**config.mk**
```make
export PLATFORM = sky130hd
export DESIGN_NAME = voq_switch
export DESIGN_NICKNAME = d
export VERILOG_FILES = /design/src/hw/cell_pkg.sv /design/src/hw/queue_pkg.sv /design/src/hw/cell_classifier.sv /design/src/hw/cell_ram.sv /design/src/hw/free_ptr_fifo.sv /design/src/hw/multi_channel_fifo.sv /design/src/hw/voq.sv /design/src/hw/voq_scheduler.sv /design/src/hw/voq_switch.sv
export SDC_FILE = /design/constraint.sdc
export NUM_CORES = 2
export LEC_CHECK = 0
export BUFFER_PORTS_ARGS = -buffer_cell sky130_fd_sc_hd__buf_2
export CELL_PAD_IN_SITES_DETAIL_PLACEMENT = 0
export CELL_PAD_IN_SITES_GLOBAL_PLACEMENT = 1
export CORE_MARGIN = 10
export CORE_UTILIZATION = 40
export CTS_CLUSTER_DIAMETER = 30
export DETAILED_ROUTE_END_ITERATION = 12
export PLACE_DENSITY = 0.7
export SLEW_MARGIN = 25
export SYNTH_ARGS = -nofsm -noshare
export SYNTH_HDL_FRONTEND = slang
export SYNTH_SLANG_ARGS = --single-unit
```
**constraint.sdc**
```tcl
create_clock -name clk -period 33 [get_ports clk]
set_input_delay 1.65 -clock clk [delete_from_list [all_inputs] [get_ports clk]]
set_output_delay 1.65 -clock clk [all_outputs]
set_load 0.02 [all_outputs]
```
**src/hw/cell_pkg.sv**
```systemverilog
package cell_pkg;

    // payload carried by one cell
    localparam int data_width = 10;

    // width of the saturating drop counter
    localparam int drop_width = 16;

    // ingress opcode
    typedef enum logic [1:0] {
        op_null = 2'd0, // idle slot
        op_data = 2'd1, // unicast to dest
        op_drop = 2'd2  // source discards
    } cell_op_e;

endpackage

```
**src/hw/queue_pkg.sv**
```systemverilog
package queue_pkg;

    localparam int ports         = 4;
    localparam int sel_width     = 2;
    localparam int dest_width    = 3; // one bit more than sel_width
    localparam int depth         = 8; // cells per voq buffer
    localparam int addr_width    = 3;
    localparam int count_width   = 4; // holds 0 to depth
    localparam int alm_threshold = 2;

endpackage

```
**src/hw/cell_classifier.sv**
```systemverilog
module cell_classifier import cell_pkg::*, queue_pkg::*; (
    input  logic                                  clk,
    input  logic                                  reset,
    input  logic [ports-1:0]                      in_valid,
    input  cell_op_e [ports-1:0]                  in_op,
    input  logic [ports-1:0][dest_width-1:0]      in_dest,
    input  logic [ports-1:0][data_width-1:0]      in_data,
    input  logic [ports-1:0]                      full,
    output logic [ports-1:0]                      wr_valid,
    output logic [ports-1:0][sel_width-1:0]       wr_sel,
    output logic [ports-1:0][data_width-1:0]      wr_data,
    output logic [drop_width-1:0]                 drop_count
);
    logic [ports-1:0]                 cell_valid;
    cell_op_e [ports-1:0]             cell_op;
    logic [ports-1:0][dest_width-1:0] cell_dest;
    logic [sel_width:0]               drops; // up to ports per cycle
    logic [drop_width:0]              drop_sum;

    always_ff @(posedge clk) begin
        if (reset)
            cell_valid <= '0;
        else
            cell_valid <= in_valid;
    end

    always_ff @(posedge clk) begin
        cell_op   <= in_op;
        cell_dest <= in_dest;
        wr_data   <= in_data;
    end

    always_comb begin
        drops = '0;
        for (int p = 0; p < ports; p++) begin
            wr_sel[p]   = cell_dest[p][sel_width-1:0];
            wr_valid[p] = cell_valid[p] && cell_op[p] == op_data &&
                          cell_dest[p] < dest_width'(ports) && !full[p];
            if (cell_valid[p] && cell_op[p] != op_null && !wr_valid[p])
                drops = drops + 1'b1; // bad op, bad dest or voq full
        end
        drop_sum = {1'b0, drop_count} + (drop_width + 1)'(drops);
    end

    always_ff @(posedge clk) begin
        if (reset)
            drop_count <= '0;
        else if (drop_sum[drop_width])
            drop_count <= '1; // saturate
        else
            drop_count <= drop_sum[drop_width-1:0];
    end

endmodule

```
**src/hw/cell_ram.sv**
```systemverilog
module cell_ram import cell_pkg::*, queue_pkg::*; (
    input  logic                  clk,
    input  logic                  wr_en,
    input  logic [addr_width-1:0] wr_addr,
    input  logic [data_width-1:0] wr_data,
    input  logic                  rd_en,
    input  logic [addr_width-1:0] rd_addr,
    output logic [data_width-1:0] rd_data
);
    logic [data_width-1:0] mem [depth];

    always_ff @(posedge clk) begin
        if (wr_en)
            mem[wr_addr] <= wr_data;
        if (rd_en)
            rd_data <= mem[rd_addr]; // holds between reads
    end

endmodule

```
**src/hw/free_ptr_fifo.sv**
```systemverilog
module free_ptr_fifo import queue_pkg::*; (
    input  logic                   clk,
    input  logic                   reset,
    input  logic                   rd,
    input  logic                   wr,
    input  logic [addr_width-1:0]  w_data,
    output logic [addr_width-1:0]  r_data,
    output logic                   empty,
    output logic [count_width-1:0] count
);
    logic [addr_width-1:0] slots [depth];
    logic [addr_width-1:0] rd_ptr;
    logic [addr_width-1:0] wr_ptr;

    assign r_data = slots[rd_ptr]; // head shown without a clock
    assign empty  = count == '0;

    always_ff @(posedge clk) begin
        if (reset) begin
            for (int k = 0; k < depth; k++)
                slots[k] <= addr_width'(k); // every address free
        end else if (wr) begin
            slots[wr_ptr] <= w_data;
        end
    end

    // pointers wrap on their own since depth is a power of two
    always_ff @(posedge clk) begin
        if (reset) begin
            rd_ptr <= '0;
            wr_ptr <= '0;
            count  <= count_width'(depth);
        end else begin
            if (rd)
                rd_ptr <= rd_ptr + 1'b1;
            if (wr)
                wr_ptr <= wr_ptr + 1'b1;
            case ({wr, rd})
                2'b10:   count <= count + 1'b1;
                2'b01:   count <= count - 1'b1;
                default: count <= count;
            endcase
        end
    end

endmodule

```
**src/hw/multi_channel_fifo.sv**
```systemverilog
module multi_channel_fifo import queue_pkg::*; (
    input  logic                  clk,
    input  logic                  reset,
    input  logic [addr_width-1:0] wr_data,
    input  logic                  wr_en,
    input  logic [sel_width-1:0]  wr_sel,
    input  logic                  rd_en,
    input  logic [sel_width-1:0]  rd_sel,
    output logic [addr_width-1:0] rd_data,
    output logic [ports-1:0]      empty
);
    logic [addr_width-1:0]  head [ports];
    logic [addr_width-1:0]  tail [ports];
    logic [count_width-1:0] occ [ports];
    logic [addr_width-1:0]  next_addr [depth]; // shared link table
    logic                   refill;

    assign rd_data = head[rd_sel];

    // last entry leaves while a new one arrives on the same channel
    assign refill = rd_en && rd_sel == wr_sel && occ[wr_sel] == count_width'(1);

    always_comb begin
        for (int c = 0; c < ports; c++)
            empty[c] = occ[c] == '0;
    end

    always_ff @(posedge clk) begin
        if (wr_en && occ[wr_sel] != '0)
            next_addr[tail[wr_sel]] <= wr_data; // link behind tail
    end

    always_ff @(posedge clk) begin
        if (reset) begin
            for (int c = 0; c < ports; c++) begin
                head[c] <= '0;
                tail[c] <= '0;
                occ[c]  <= '0;
            end
        end else begin
            for (int c = 0; c < ports; c++)
                occ[c] <= occ[c] + count_width'(wr_en && wr_sel == sel_width'(c))
                                 - count_width'(rd_en && rd_sel == sel_width'(c));
            if (rd_en)
                head[rd_sel] <= next_addr[head[rd_sel]];
            if (wr_en) begin
                tail[wr_sel] <= wr_data;
                if (occ[wr_sel] == '0 || refill)
                    head[wr_sel] <= wr_data; // overrides the pop above
            end
        end
    end

endmodule

```
**src/hw/voq.sv**
```systemverilog
module voq import cell_pkg::*, queue_pkg::*; (
    input  logic                  clk,
    input  logic                  reset,
    input  logic                  wr_valid,
    input  logic [sel_width-1:0]  wr_sel,
    input  logic [data_width-1:0] wr_data,
    input  logic                  rd_valid,
    input  logic [sel_width-1:0]  rd_sel,
    output logic [data_width-1:0] rd_data,
    output logic [ports-1:0]      empty,
    output logic                  full,
    output logic                  almost_full
);
    logic [addr_width-1:0]  free_addr;  // next buffer slot to fill
    logic [addr_width-1:0]  head_addr;  // slot at head of rd_sel queue
    logic                   free_empty;
    logic [count_width-1:0] free_count;

    free_ptr_fifo free_list (
        .clk    (clk),
        .reset  (reset),
        .rd     (wr_valid),
        .wr     (rd_valid),
        .w_data (head_addr),
        .r_data (free_addr),
        .empty  (free_empty),
        .count  (free_count)
    );

    multi_channel_fifo queues (
        .clk     (clk),
        .reset   (reset),
        .wr_data (free_addr),
        .wr_en   (wr_valid),
        .wr_sel  (wr_sel),
        .rd_en   (rd_valid),
        .rd_sel  (rd_sel),
        .rd_data (head_addr),
        .empty   (empty)
    );

    cell_ram buffer (
        .clk     (clk),
        .wr_en   (wr_valid),
        .wr_addr (free_addr),
        .wr_data (wr_data),
        .rd_en   (rd_valid),
        .rd_addr (head_addr),
        .rd_data (rd_data)
    );

    assign full = free_empty;

    always_ff @(posedge clk) begin
        if (reset)
            almost_full <= 1'b0;
        else
            almost_full <= free_count <= count_width'(alm_threshold);
    end

endmodule

```
**src/hw/voq_scheduler.sv**
```systemverilog
module voq_scheduler import cell_pkg::*, queue_pkg::*; (
    input  logic                             clk,
    input  logic                             reset,
    input  logic [ports-1:0][ports-1:0]      empty,   // [input][output]
    input  logic [ports-1:0][data_width-1:0] rd_data, // per input
    output logic [ports-1:0]                 rd_valid,
    output logic [ports-1:0][sel_width-1:0]  rd_sel,
    output logic [ports-1:0]                 out_valid,
    output logic [ports-1:0][sel_width-1:0]  out_src,
    output logic [ports-1:0][data_width-1:0] out_data
);
    logic [sel_width-1:0]                out_off; // output visited first
    logic [ports-1:0][sel_width-1:0]     in_ptr;  // input tried first per output
    logic [ports-1:0]                    gnt;
    logic [ports-1:0][sel_width-1:0]     gnt_src;

    always_comb begin
        logic [sel_width-1:0] o;
        logic [sel_width-1:0] i;
        rd_valid = '0;
        rd_sel   = '0;
        gnt      = '0;
        gnt_src  = '0;
        for (int k = 0; k < ports; k++) begin
            o = out_off + sel_width'(k);
            for (int j = 0; j < ports; j++) begin
                i = in_ptr[o] + sel_width'(j);
                if (!gnt[o] && !rd_valid[i] && !empty[i][o]) begin
                    gnt[o]      = 1'b1;
                    gnt_src[o]  = i;
                    rd_valid[i] = 1'b1; // input now taken
                    rd_sel[i]   = o;
                end
            end
        end
    end

    always_ff @(posedge clk) begin
        if (reset) begin
            out_off   <= '0;
            in_ptr    <= '0;
            out_valid <= '0;
        end else begin
            out_off   <= out_off + 1'b1;
            out_valid <= gnt;
            for (int o = 0; o < ports; o++) begin
                if (gnt[o])
                    in_ptr[o] <= gnt_src[o] + 1'b1; // one past the winner
            end
        end
    end

    // grant record lines up with the ram read
    always_ff @(posedge clk) begin
        out_src <= gnt_src;
    end

    always_comb begin
        for (int o = 0; o < ports; o++)
            out_data[o] = rd_data[out_src[o]];
    end

endmodule

```
**src/hw/voq_switch.sv**
```systemverilog
module voq_switch import cell_pkg::*, queue_pkg::*; (
    input  logic                             clk,
    input  logic                             reset,
    input  logic [ports-1:0]                 in_valid,
    input  cell_op_e [ports-1:0]             in_op,
    input  logic [ports-1:0][dest_width-1:0] in_dest,
    input  logic [ports-1:0][data_width-1:0] in_data,
    output logic [ports-1:0]                 out_valid,
    output logic [ports-1:0][sel_width-1:0]  out_src,
    output logic [ports-1:0][data_width-1:0] out_data,
    output logic [drop_width-1:0]            drop_count,
    output logic [ports-1:0]                 almost_full
);
    logic [ports-1:0]                 wr_valid;
    logic [ports-1:0][sel_width-1:0]  wr_sel;
    logic [ports-1:0][data_width-1:0] wr_data;
    logic [ports-1:0]                 full;
    logic [ports-1:0][ports-1:0]      empty; // [input][output]
    logic [ports-1:0]                 rd_valid;
    logic [ports-1:0][sel_width-1:0]  rd_sel;
    logic [ports-1:0][data_width-1:0] rd_data;

    cell_classifier classifier (
        .clk        (clk),
        .reset      (reset),
        .in_valid   (in_valid),
        .in_op      (in_op),
        .in_dest    (in_dest),
        .in_data    (in_data),
        .full       (full),
        .wr_valid   (wr_valid),
        .wr_sel     (wr_sel),
        .wr_data    (wr_data),
        .drop_count (drop_count)
    );

    for (genvar g = 0; g < ports; g++) begin : g_voq
        voq voq_i (
            .clk         (clk),
            .reset       (reset),
            .wr_valid    (wr_valid[g]),
            .wr_sel      (wr_sel[g]),
            .wr_data     (wr_data[g]),
            .rd_valid    (rd_valid[g]),
            .rd_sel      (rd_sel[g]),
            .rd_data     (rd_data[g]),
            .empty       (empty[g]),
            .full        (full[g]),
            .almost_full (almost_full[g])
        );
    end

    voq_scheduler scheduler (
        .clk       (clk),
        .reset     (reset),
        .empty     (empty),
        .rd_data   (rd_data),
        .rd_valid  (rd_valid),
        .rd_sel    (rd_sel),
        .out_valid (out_valid),
        .out_src   (out_src),
        .out_data  (out_data)
    );

endmodule

```
# [Word level (Yosys, flattened, before mapping)]
# Memory sizes are Yosys's and may differ from the RTL's. A register that Yosys moved wholly into a read port is not among the register bits.
# Cells that the tools add are included.
[totals] regBits=146 mem_bits_rw=672 inputBits=66 out_inout_bits=72 elab_cells=969 mem_count=24
[classes] addsub=71 n_lt_le_gt_ge=52 eq_ne=44 muxes=454 bitwise=48 reduce_logical=236
[memory_table] name="g_voq[0].voq_i.buffer.mem" depth=8 word_bits=10 rd=1 rd_ports_with_merged_regs=1 wr=1 line="cell_ram.sv:10" rtl="logic [data_width-1:0] mem [depth];"
[memory_table] name="g_voq[1].voq_i.buffer.mem" depth=8 word_bits=10 rd=1 rd_ports_with_merged_regs=1 wr=1 line="cell_ram.sv:10"
[memory_table] name="g_voq[2].voq_i.buffer.mem" depth=8 word_bits=10 rd=1 rd_ports_with_merged_regs=1 wr=1 line="cell_ram.sv:10"
[memory_table] name="g_voq[3].voq_i.buffer.mem" depth=8 word_bits=10 rd=1 rd_ports_with_merged_regs=1 wr=1 line="cell_ram.sv:10"
[memory_table] name="g_voq[0].voq_i.free_list.slots" depth=8 word_bits=3 rd=1 rd_ports_with_merged_regs=1 wr=8 line="free_ptr_fifo.sv:11" rtl="logic [addr_width-1:0] slots [depth];"
[memory_table] name="g_voq[0].voq_i.queues.next_addr" depth=8 word_bits=3 rd=1 rd_ports_with_merged_regs=0 wr=1 line="multi_channel_fifo.sv:15" rtl="logic [addr_width-1:0] next_addr [depth];"
[memory_table] name="+18 memories"
[ops] cell="4-bit 2-to-1 mux" count=64
[ops] cell="8-bit 2-to-1 mux" count=32
[ops] cell="8-bit bitwise mux" count=30
[ops] cell="1-bit 2-to-1 mux" count=140
[ops] cell="4-bit binary-select mux with 2-bit select" count=16
[ops] cell="4-bit bitwise OR" count=30
[ops] cell="1-bit logical AND" count=116
[ops] cell="1-bit binary-select mux with 2-bit select" count=48
[ops] cell="4-bit zero test" count=24
[ops] cell="3-bit 2-to-1 mux" count=31
[ops] cell="10-bit binary-select mux with 2-bit select" count=4
[ops] cell="2-bit demux with 2-bit select" count=20
[ops] cell="2-bit by 3-bit < comparator with 1-bit output (second input constant)" count=24
[ops] cell="2-bit 2-to-1 mux" count=36
[ops] cell="4-bit by 1-bit adder with 4-bit output" count=16
[ops] cell="4-bit by 1-bit subtractor with 4-bit output" count=16
[ops] cell="1-bit zero test" count=56
[ops] cell="3-bit OR reduction" count=16
[ops] cell="1-bit demux with 2-bit select" count=20
[ops] cell="2-bit equality test (second input constant)" count=20
[ops] cell="2-bit by 1-bit >= comparator with 1-bit output (second input constant)" count=20
[ops] cell="10-bit 2-to-1 mux" count=4
[ops] cell="2-bit by 1-bit equality test with 1-bit output (second input constant)" count=16
[ops] cell="4-bit one-hot mux with 2 select lines" count=4
[ops] cell="other kinds (19)" count=102

# [Logic depth before layout (Yosys ltp)]
[depth] depth_word=109 depth_mapped=61 depth_no_buf=51

# [Cells and area by module]
# From an unflattened synthesis, not the netlist that was laid out.
[unflattened] cells_unflattened=3653 area_unflattened_um2=46457.1
[modules_own_cells] module="cell_ram" n_inst=4 cells_each=138 area_each_um2=3433.3 seq_area_each_um2=2702.6
[modules_own_cells] module="voq_scheduler" n_inst=1 cells_each=1171 area_each_um2=9317.7 seq_area_each_um2=440.4
[modules_own_cells] module="multi_channel_fifo at g_voq[2].voq_i.queues ..." n_inst=2 cells_each=286 area_each_um2=3370.7 seq_area_each_um2=1761.7
[modules_own_cells] module="multi_channel_fifo at g_voq[1].voq_i.queues" n_inst=1 cells_each=302 area_each_um2=3592.2 seq_area_each_um2=1761.7
[modules_own_cells] module="free_ptr_fifo at g_voq[2].voq_i.free_list ..." n_inst=2 cells_each=138 area_each_um2=1757.9 seq_area_each_um2=980.9
[modules_own_cells] module="multi_channel_fifo at g_voq[0].voq_i.queues" n_inst=1 cells_each=291 area_each_um2=3429.5 seq_area_each_um2=1761.7
[modules_own_cells] module="cell_classifier" n_inst=1 cells_each=205 area_each_um2=2471.1 seq_area_each_um2=1601.5
[modules_own_cells] module="free_ptr_fifo at g_voq[0].voq_i.free_list" n_inst=1 cells_each=139 area_each_um2=1762.9 seq_area_each_um2=980.9
[modules_own_cells] module="free_ptr_fifo at g_voq[1].voq_i.free_list" n_inst=1 cells_each=137 area_each_um2=1752.9 seq_area_each_um2=980.9
[modules_own_cells] module="voq" n_inst=4 cells_each=2 area_each_um2=35.0 seq_area_each_um2=20.0

# [Worst setup path before layout]
# OpenSTA, ideal clock, no wires.
[synth_path] path_kind="register to register" from="register scheduler.out_off[0]" to="memory g_voq[3].voq_i.queues.occ[0][2]" setup_ps=128 t_arrival_ps=13099 t_required_ps=32872 setup_slack_ps=19773 path_stages_with_launch=55 path_buffers=11 period_less_slack_ps=13227 path_cell_list="dfxtp_1 > buf_4 > inv_1 > buf_4 > buf_4 > buf_4 > ha_1 > buf_4 > mux2i_1 > mux2i_1 > clkbuf_1 > clkbuf_1 > buf_4 > buf_4 > ha_1 > inv_1 > clkbuf_1 > mux4_2 > (+19 left out) > nand2_1 > o221ai_4 > o22ai_2 > o221ai_4 > and3_4 > a21oi_2 > o311ai_4 > o21ai_2 > nor3_1 > inv_1 > and3_1 > ha_1 > inv_1 > ha_1 > inv_1 > fa_1 > xor2_1 > nor2_1"
[synth_lines] element="start: declaration" line="voq_scheduler.sv:12" rtl="logic [sel_width-1:0] out_off;"
[synth_lines] element="start signal: assignment" line="voq_scheduler.sv:44" rtl="out_off <= out_off + 1'b1;"
[synth_lines] element="end: declaration" line="multi_channel_fifo.sv:14" rtl="logic [count_width-1:0] occ [ports];"

==> impl_metrics.json <==
{
  "routed_wl_um": 125000,
  "dieWidth_um": 360,
  "nNetsFinal": 4370,
  "ctsLongestPathBuffers": 3,
  "final_util": 0.478,
  "synth_edf_count": 648,
  "gp_congestion": 0.892,
  "setup_ws_ns": 14.76,
  "max_freq_mhz": 54.8,
  "grt_start_max_net_pins": 93,
  "final_common_cell": "edfxtp_1",
  "mappedNetlistNets": 4206,
  "overflow": 0,
  "start_util": 0.403,
  "synth_ff_type": "edfxtp_1",
  "drive_gt1_frac": 0.205,
  "fin_skew_ns": 0.0662,
  "hold_buffers": 0,
  "finalCritPeriodShare": 0.553,
  "nFillCells": 10200,
  "reg2reg_from": "scheduler.out_off[0]",
  "area_growth_pct": 18.6,
  "yosys_warnings": 0,
  "cts_resized": 0,
  "synth_cells": 3985,
  "layout_common_cells": "edfxtp_1 (648), nor2_1 (404), nand2_1 (337), dfxtp_1 (221), mux2i_1 (200)",
  "ys_types": 122,
  "status": "finished clean",
  "io_pins": 138,
  "cts_setup_buffers": 0,
  "start_kind": "register",
  "dr.pass1.iters": 6,
  "slowest_delay_ns": 0.85,
  "grt_pass1_wl_um": 193000,
  "critPathArrivalTime_ns": 18.73,
  "drv_slew": 0,
  "drtAntennaViolNets": 0,
  "cts_tree": "done",
  "crit_path_max_fanout": 76,
  "cts_buffers": 183,
  "maxSlewHeadroom": 0.289,
  "grt_pass1_vias": 32400,
  "port_buffers": 137,
  "hpwl_um": 85300,
  "setup-tns-final_ns": 0,
  "cts_root_buf": "clkbuf_16",
  "maxCapViolations": 0,
  "syn_area_sq_mm": 0.0462,
  "setup_viol": 0,
  "htreeDepth": 4,
  "rows": 124,
  "yosysSeqAreaShare": 0.518,
  "core_area_sq_mm": 0.115,
  "syn_avg_cell_area_sq_um": 11.6,
  "fin_crit_ns": 18.24,
  "crit_path_start": "scheduler.out_off[0]",
  "die_area_sq_mm": 0.129,
  "drcViolationCount": 0,
  "worst_slew_pin_slew_ns": 1.06,
  "grt_usage": 0.188,
  "first_iter_violations": 2692,
  "finalHoldViolations": 0,
  "die_y_um": 360,
  "path_class": "reg -> reg",
  "holdCritStartpoint": "g_voq[2].voq_i.free_list.rd_ptr[1]",
  "crit_required_ns": 33.49,
  "clock_sinks": 870,
  "antenna_found_initial": 2,
  "synth-seq-cells": 870,
  "via_per_inst": 5.59,
  "vias": 32600,
  "clkTransAtPathRegs_ns": 0.05,
  "rsz0062_at_grt": "no",
  "crit_path_end_kind": "register",
  "post_drt_wl_per_cell_um": 21.5,
  "pre_cts_ws_ns": 15.01,
  "clock_latency_ns": 0.79,
  "cp_slowest_cell": "a211oi_2",
  "hold_class": "reg -> reg",
  "cpMostUsedCell": "mux2i_1",
  "synthArstFlopShare": 0
}
critical path, delay by kind of cell, from the launching register on:
family	cells	cell delay [ns]
mux	7	2.27
fa+ha+maj	1	0.53
simple gates	12	4.34
flops	1	0.31
compound gates	25	8.99
buf+inv	3	1.43
synthesized netlist by cell type (60+ instances only):
cell      number  area [sq um]
edfxtp_1     648         19500
nor2_1       423          1590
nand2_1      337          1260
dfxtp_1      222          4440
mux2i_1      205          2050
inv_1        192           721
a21oi_1      182           911
ha_1         134          1680
mux4_2       126          2840
o21ai_0      119           596
clkbuf_1      97           364
nor3_1        73           365
o22ai_1       64           400
nand2b_1      62           388
o211ai_1      60           450
sequential cells by signal, indices dropped and copies added, names as in the netlist, 12 cells and up, named ones only:
register                      cells
g_voq.voq_i.free_list.wr_ptr     12
classifier.wr_data               40
g_voq.voq_i.queues.occ           64
g_voq.voq_i.buffer.mem          320
g_voq.voq_i.buffer.rd_data       40
g_voq.voq_i.free_list.slots      96
g_voq.voq_i.queues.head          48
g_voq.voq_i.queues.next_addr     96
g_voq.voq_i.free_list.rd_ptr     12
classifier.drop_count            16
g_voq.voq_i.free_list.count      16
g_voq.voq_i.queues.tail          48
logic make-up (layout without fill, tap and decap cells):
kind of cell | after synthesis | in the layout | synth area share
mux | 450 | 450 | 0.136
fa+ha+maj | 155 | 155 | 0.0454
flops | 870 | 870 | 0.518
compound gates | 777 | 777 | 0.117
other cells | 0 | 1 | 0
buf+inv | 428 | 751 | 0.0426
simple gates | 1219 | 1219 | 0.124
xor+xnor | 86 | 86 | 0.0163
metrics by stage:
stage / cell area (sq um) / hold WS, ns / std cells
after floorplan: 46200 / 0.441 / 3985
after global placement: 48200 / 0.470 / 5475
after detailed placement: 48200 / 0.472 / 5476
after CTS: 54700 / 0.469 / 5820
after global routing: 54800 / 0.507 / 5820
final: 54800 / 0.467 / 5821
per-layer routing:
layer / share of wire / global-route usage
met1: 0.44 / 0.252
met5: 0.00010 / 0
met3: 0.073 / 0.0434
met2: 0.46 / 0.298
met4: 0.027 / 0.0663
final timing paths:
check                                          end  slack (ns)  depth (start not counted)
setup / recovery  g_voq[3].voq_i.queues.head[1][2]       14.76                         48
hold / removal                            register        0.47                          2
setup reg to reg  g_voq[3].voq_i.queues.head[1][2]       14.76                         48
hold reg to reg                           register        0.47                          2
layout make-up:
type                       instances  area (sq um)  area share
timing repair buffer             207          1230      0.0224
antenna                            1          2.50   0.0000457
clock inverter                   138          1700      0.0311
multi-input combinational       2687         20500       0.374
clock buffer                     206          4790      0.0875
inverter                         200           753      0.0138
tap                             1512          1890      0.0346
sequential                       870         23900       0.437
Power is left out: the tool's default activity adds up to more than one toggle a clock period on the data nets, which glitch-free logic cannot reach.
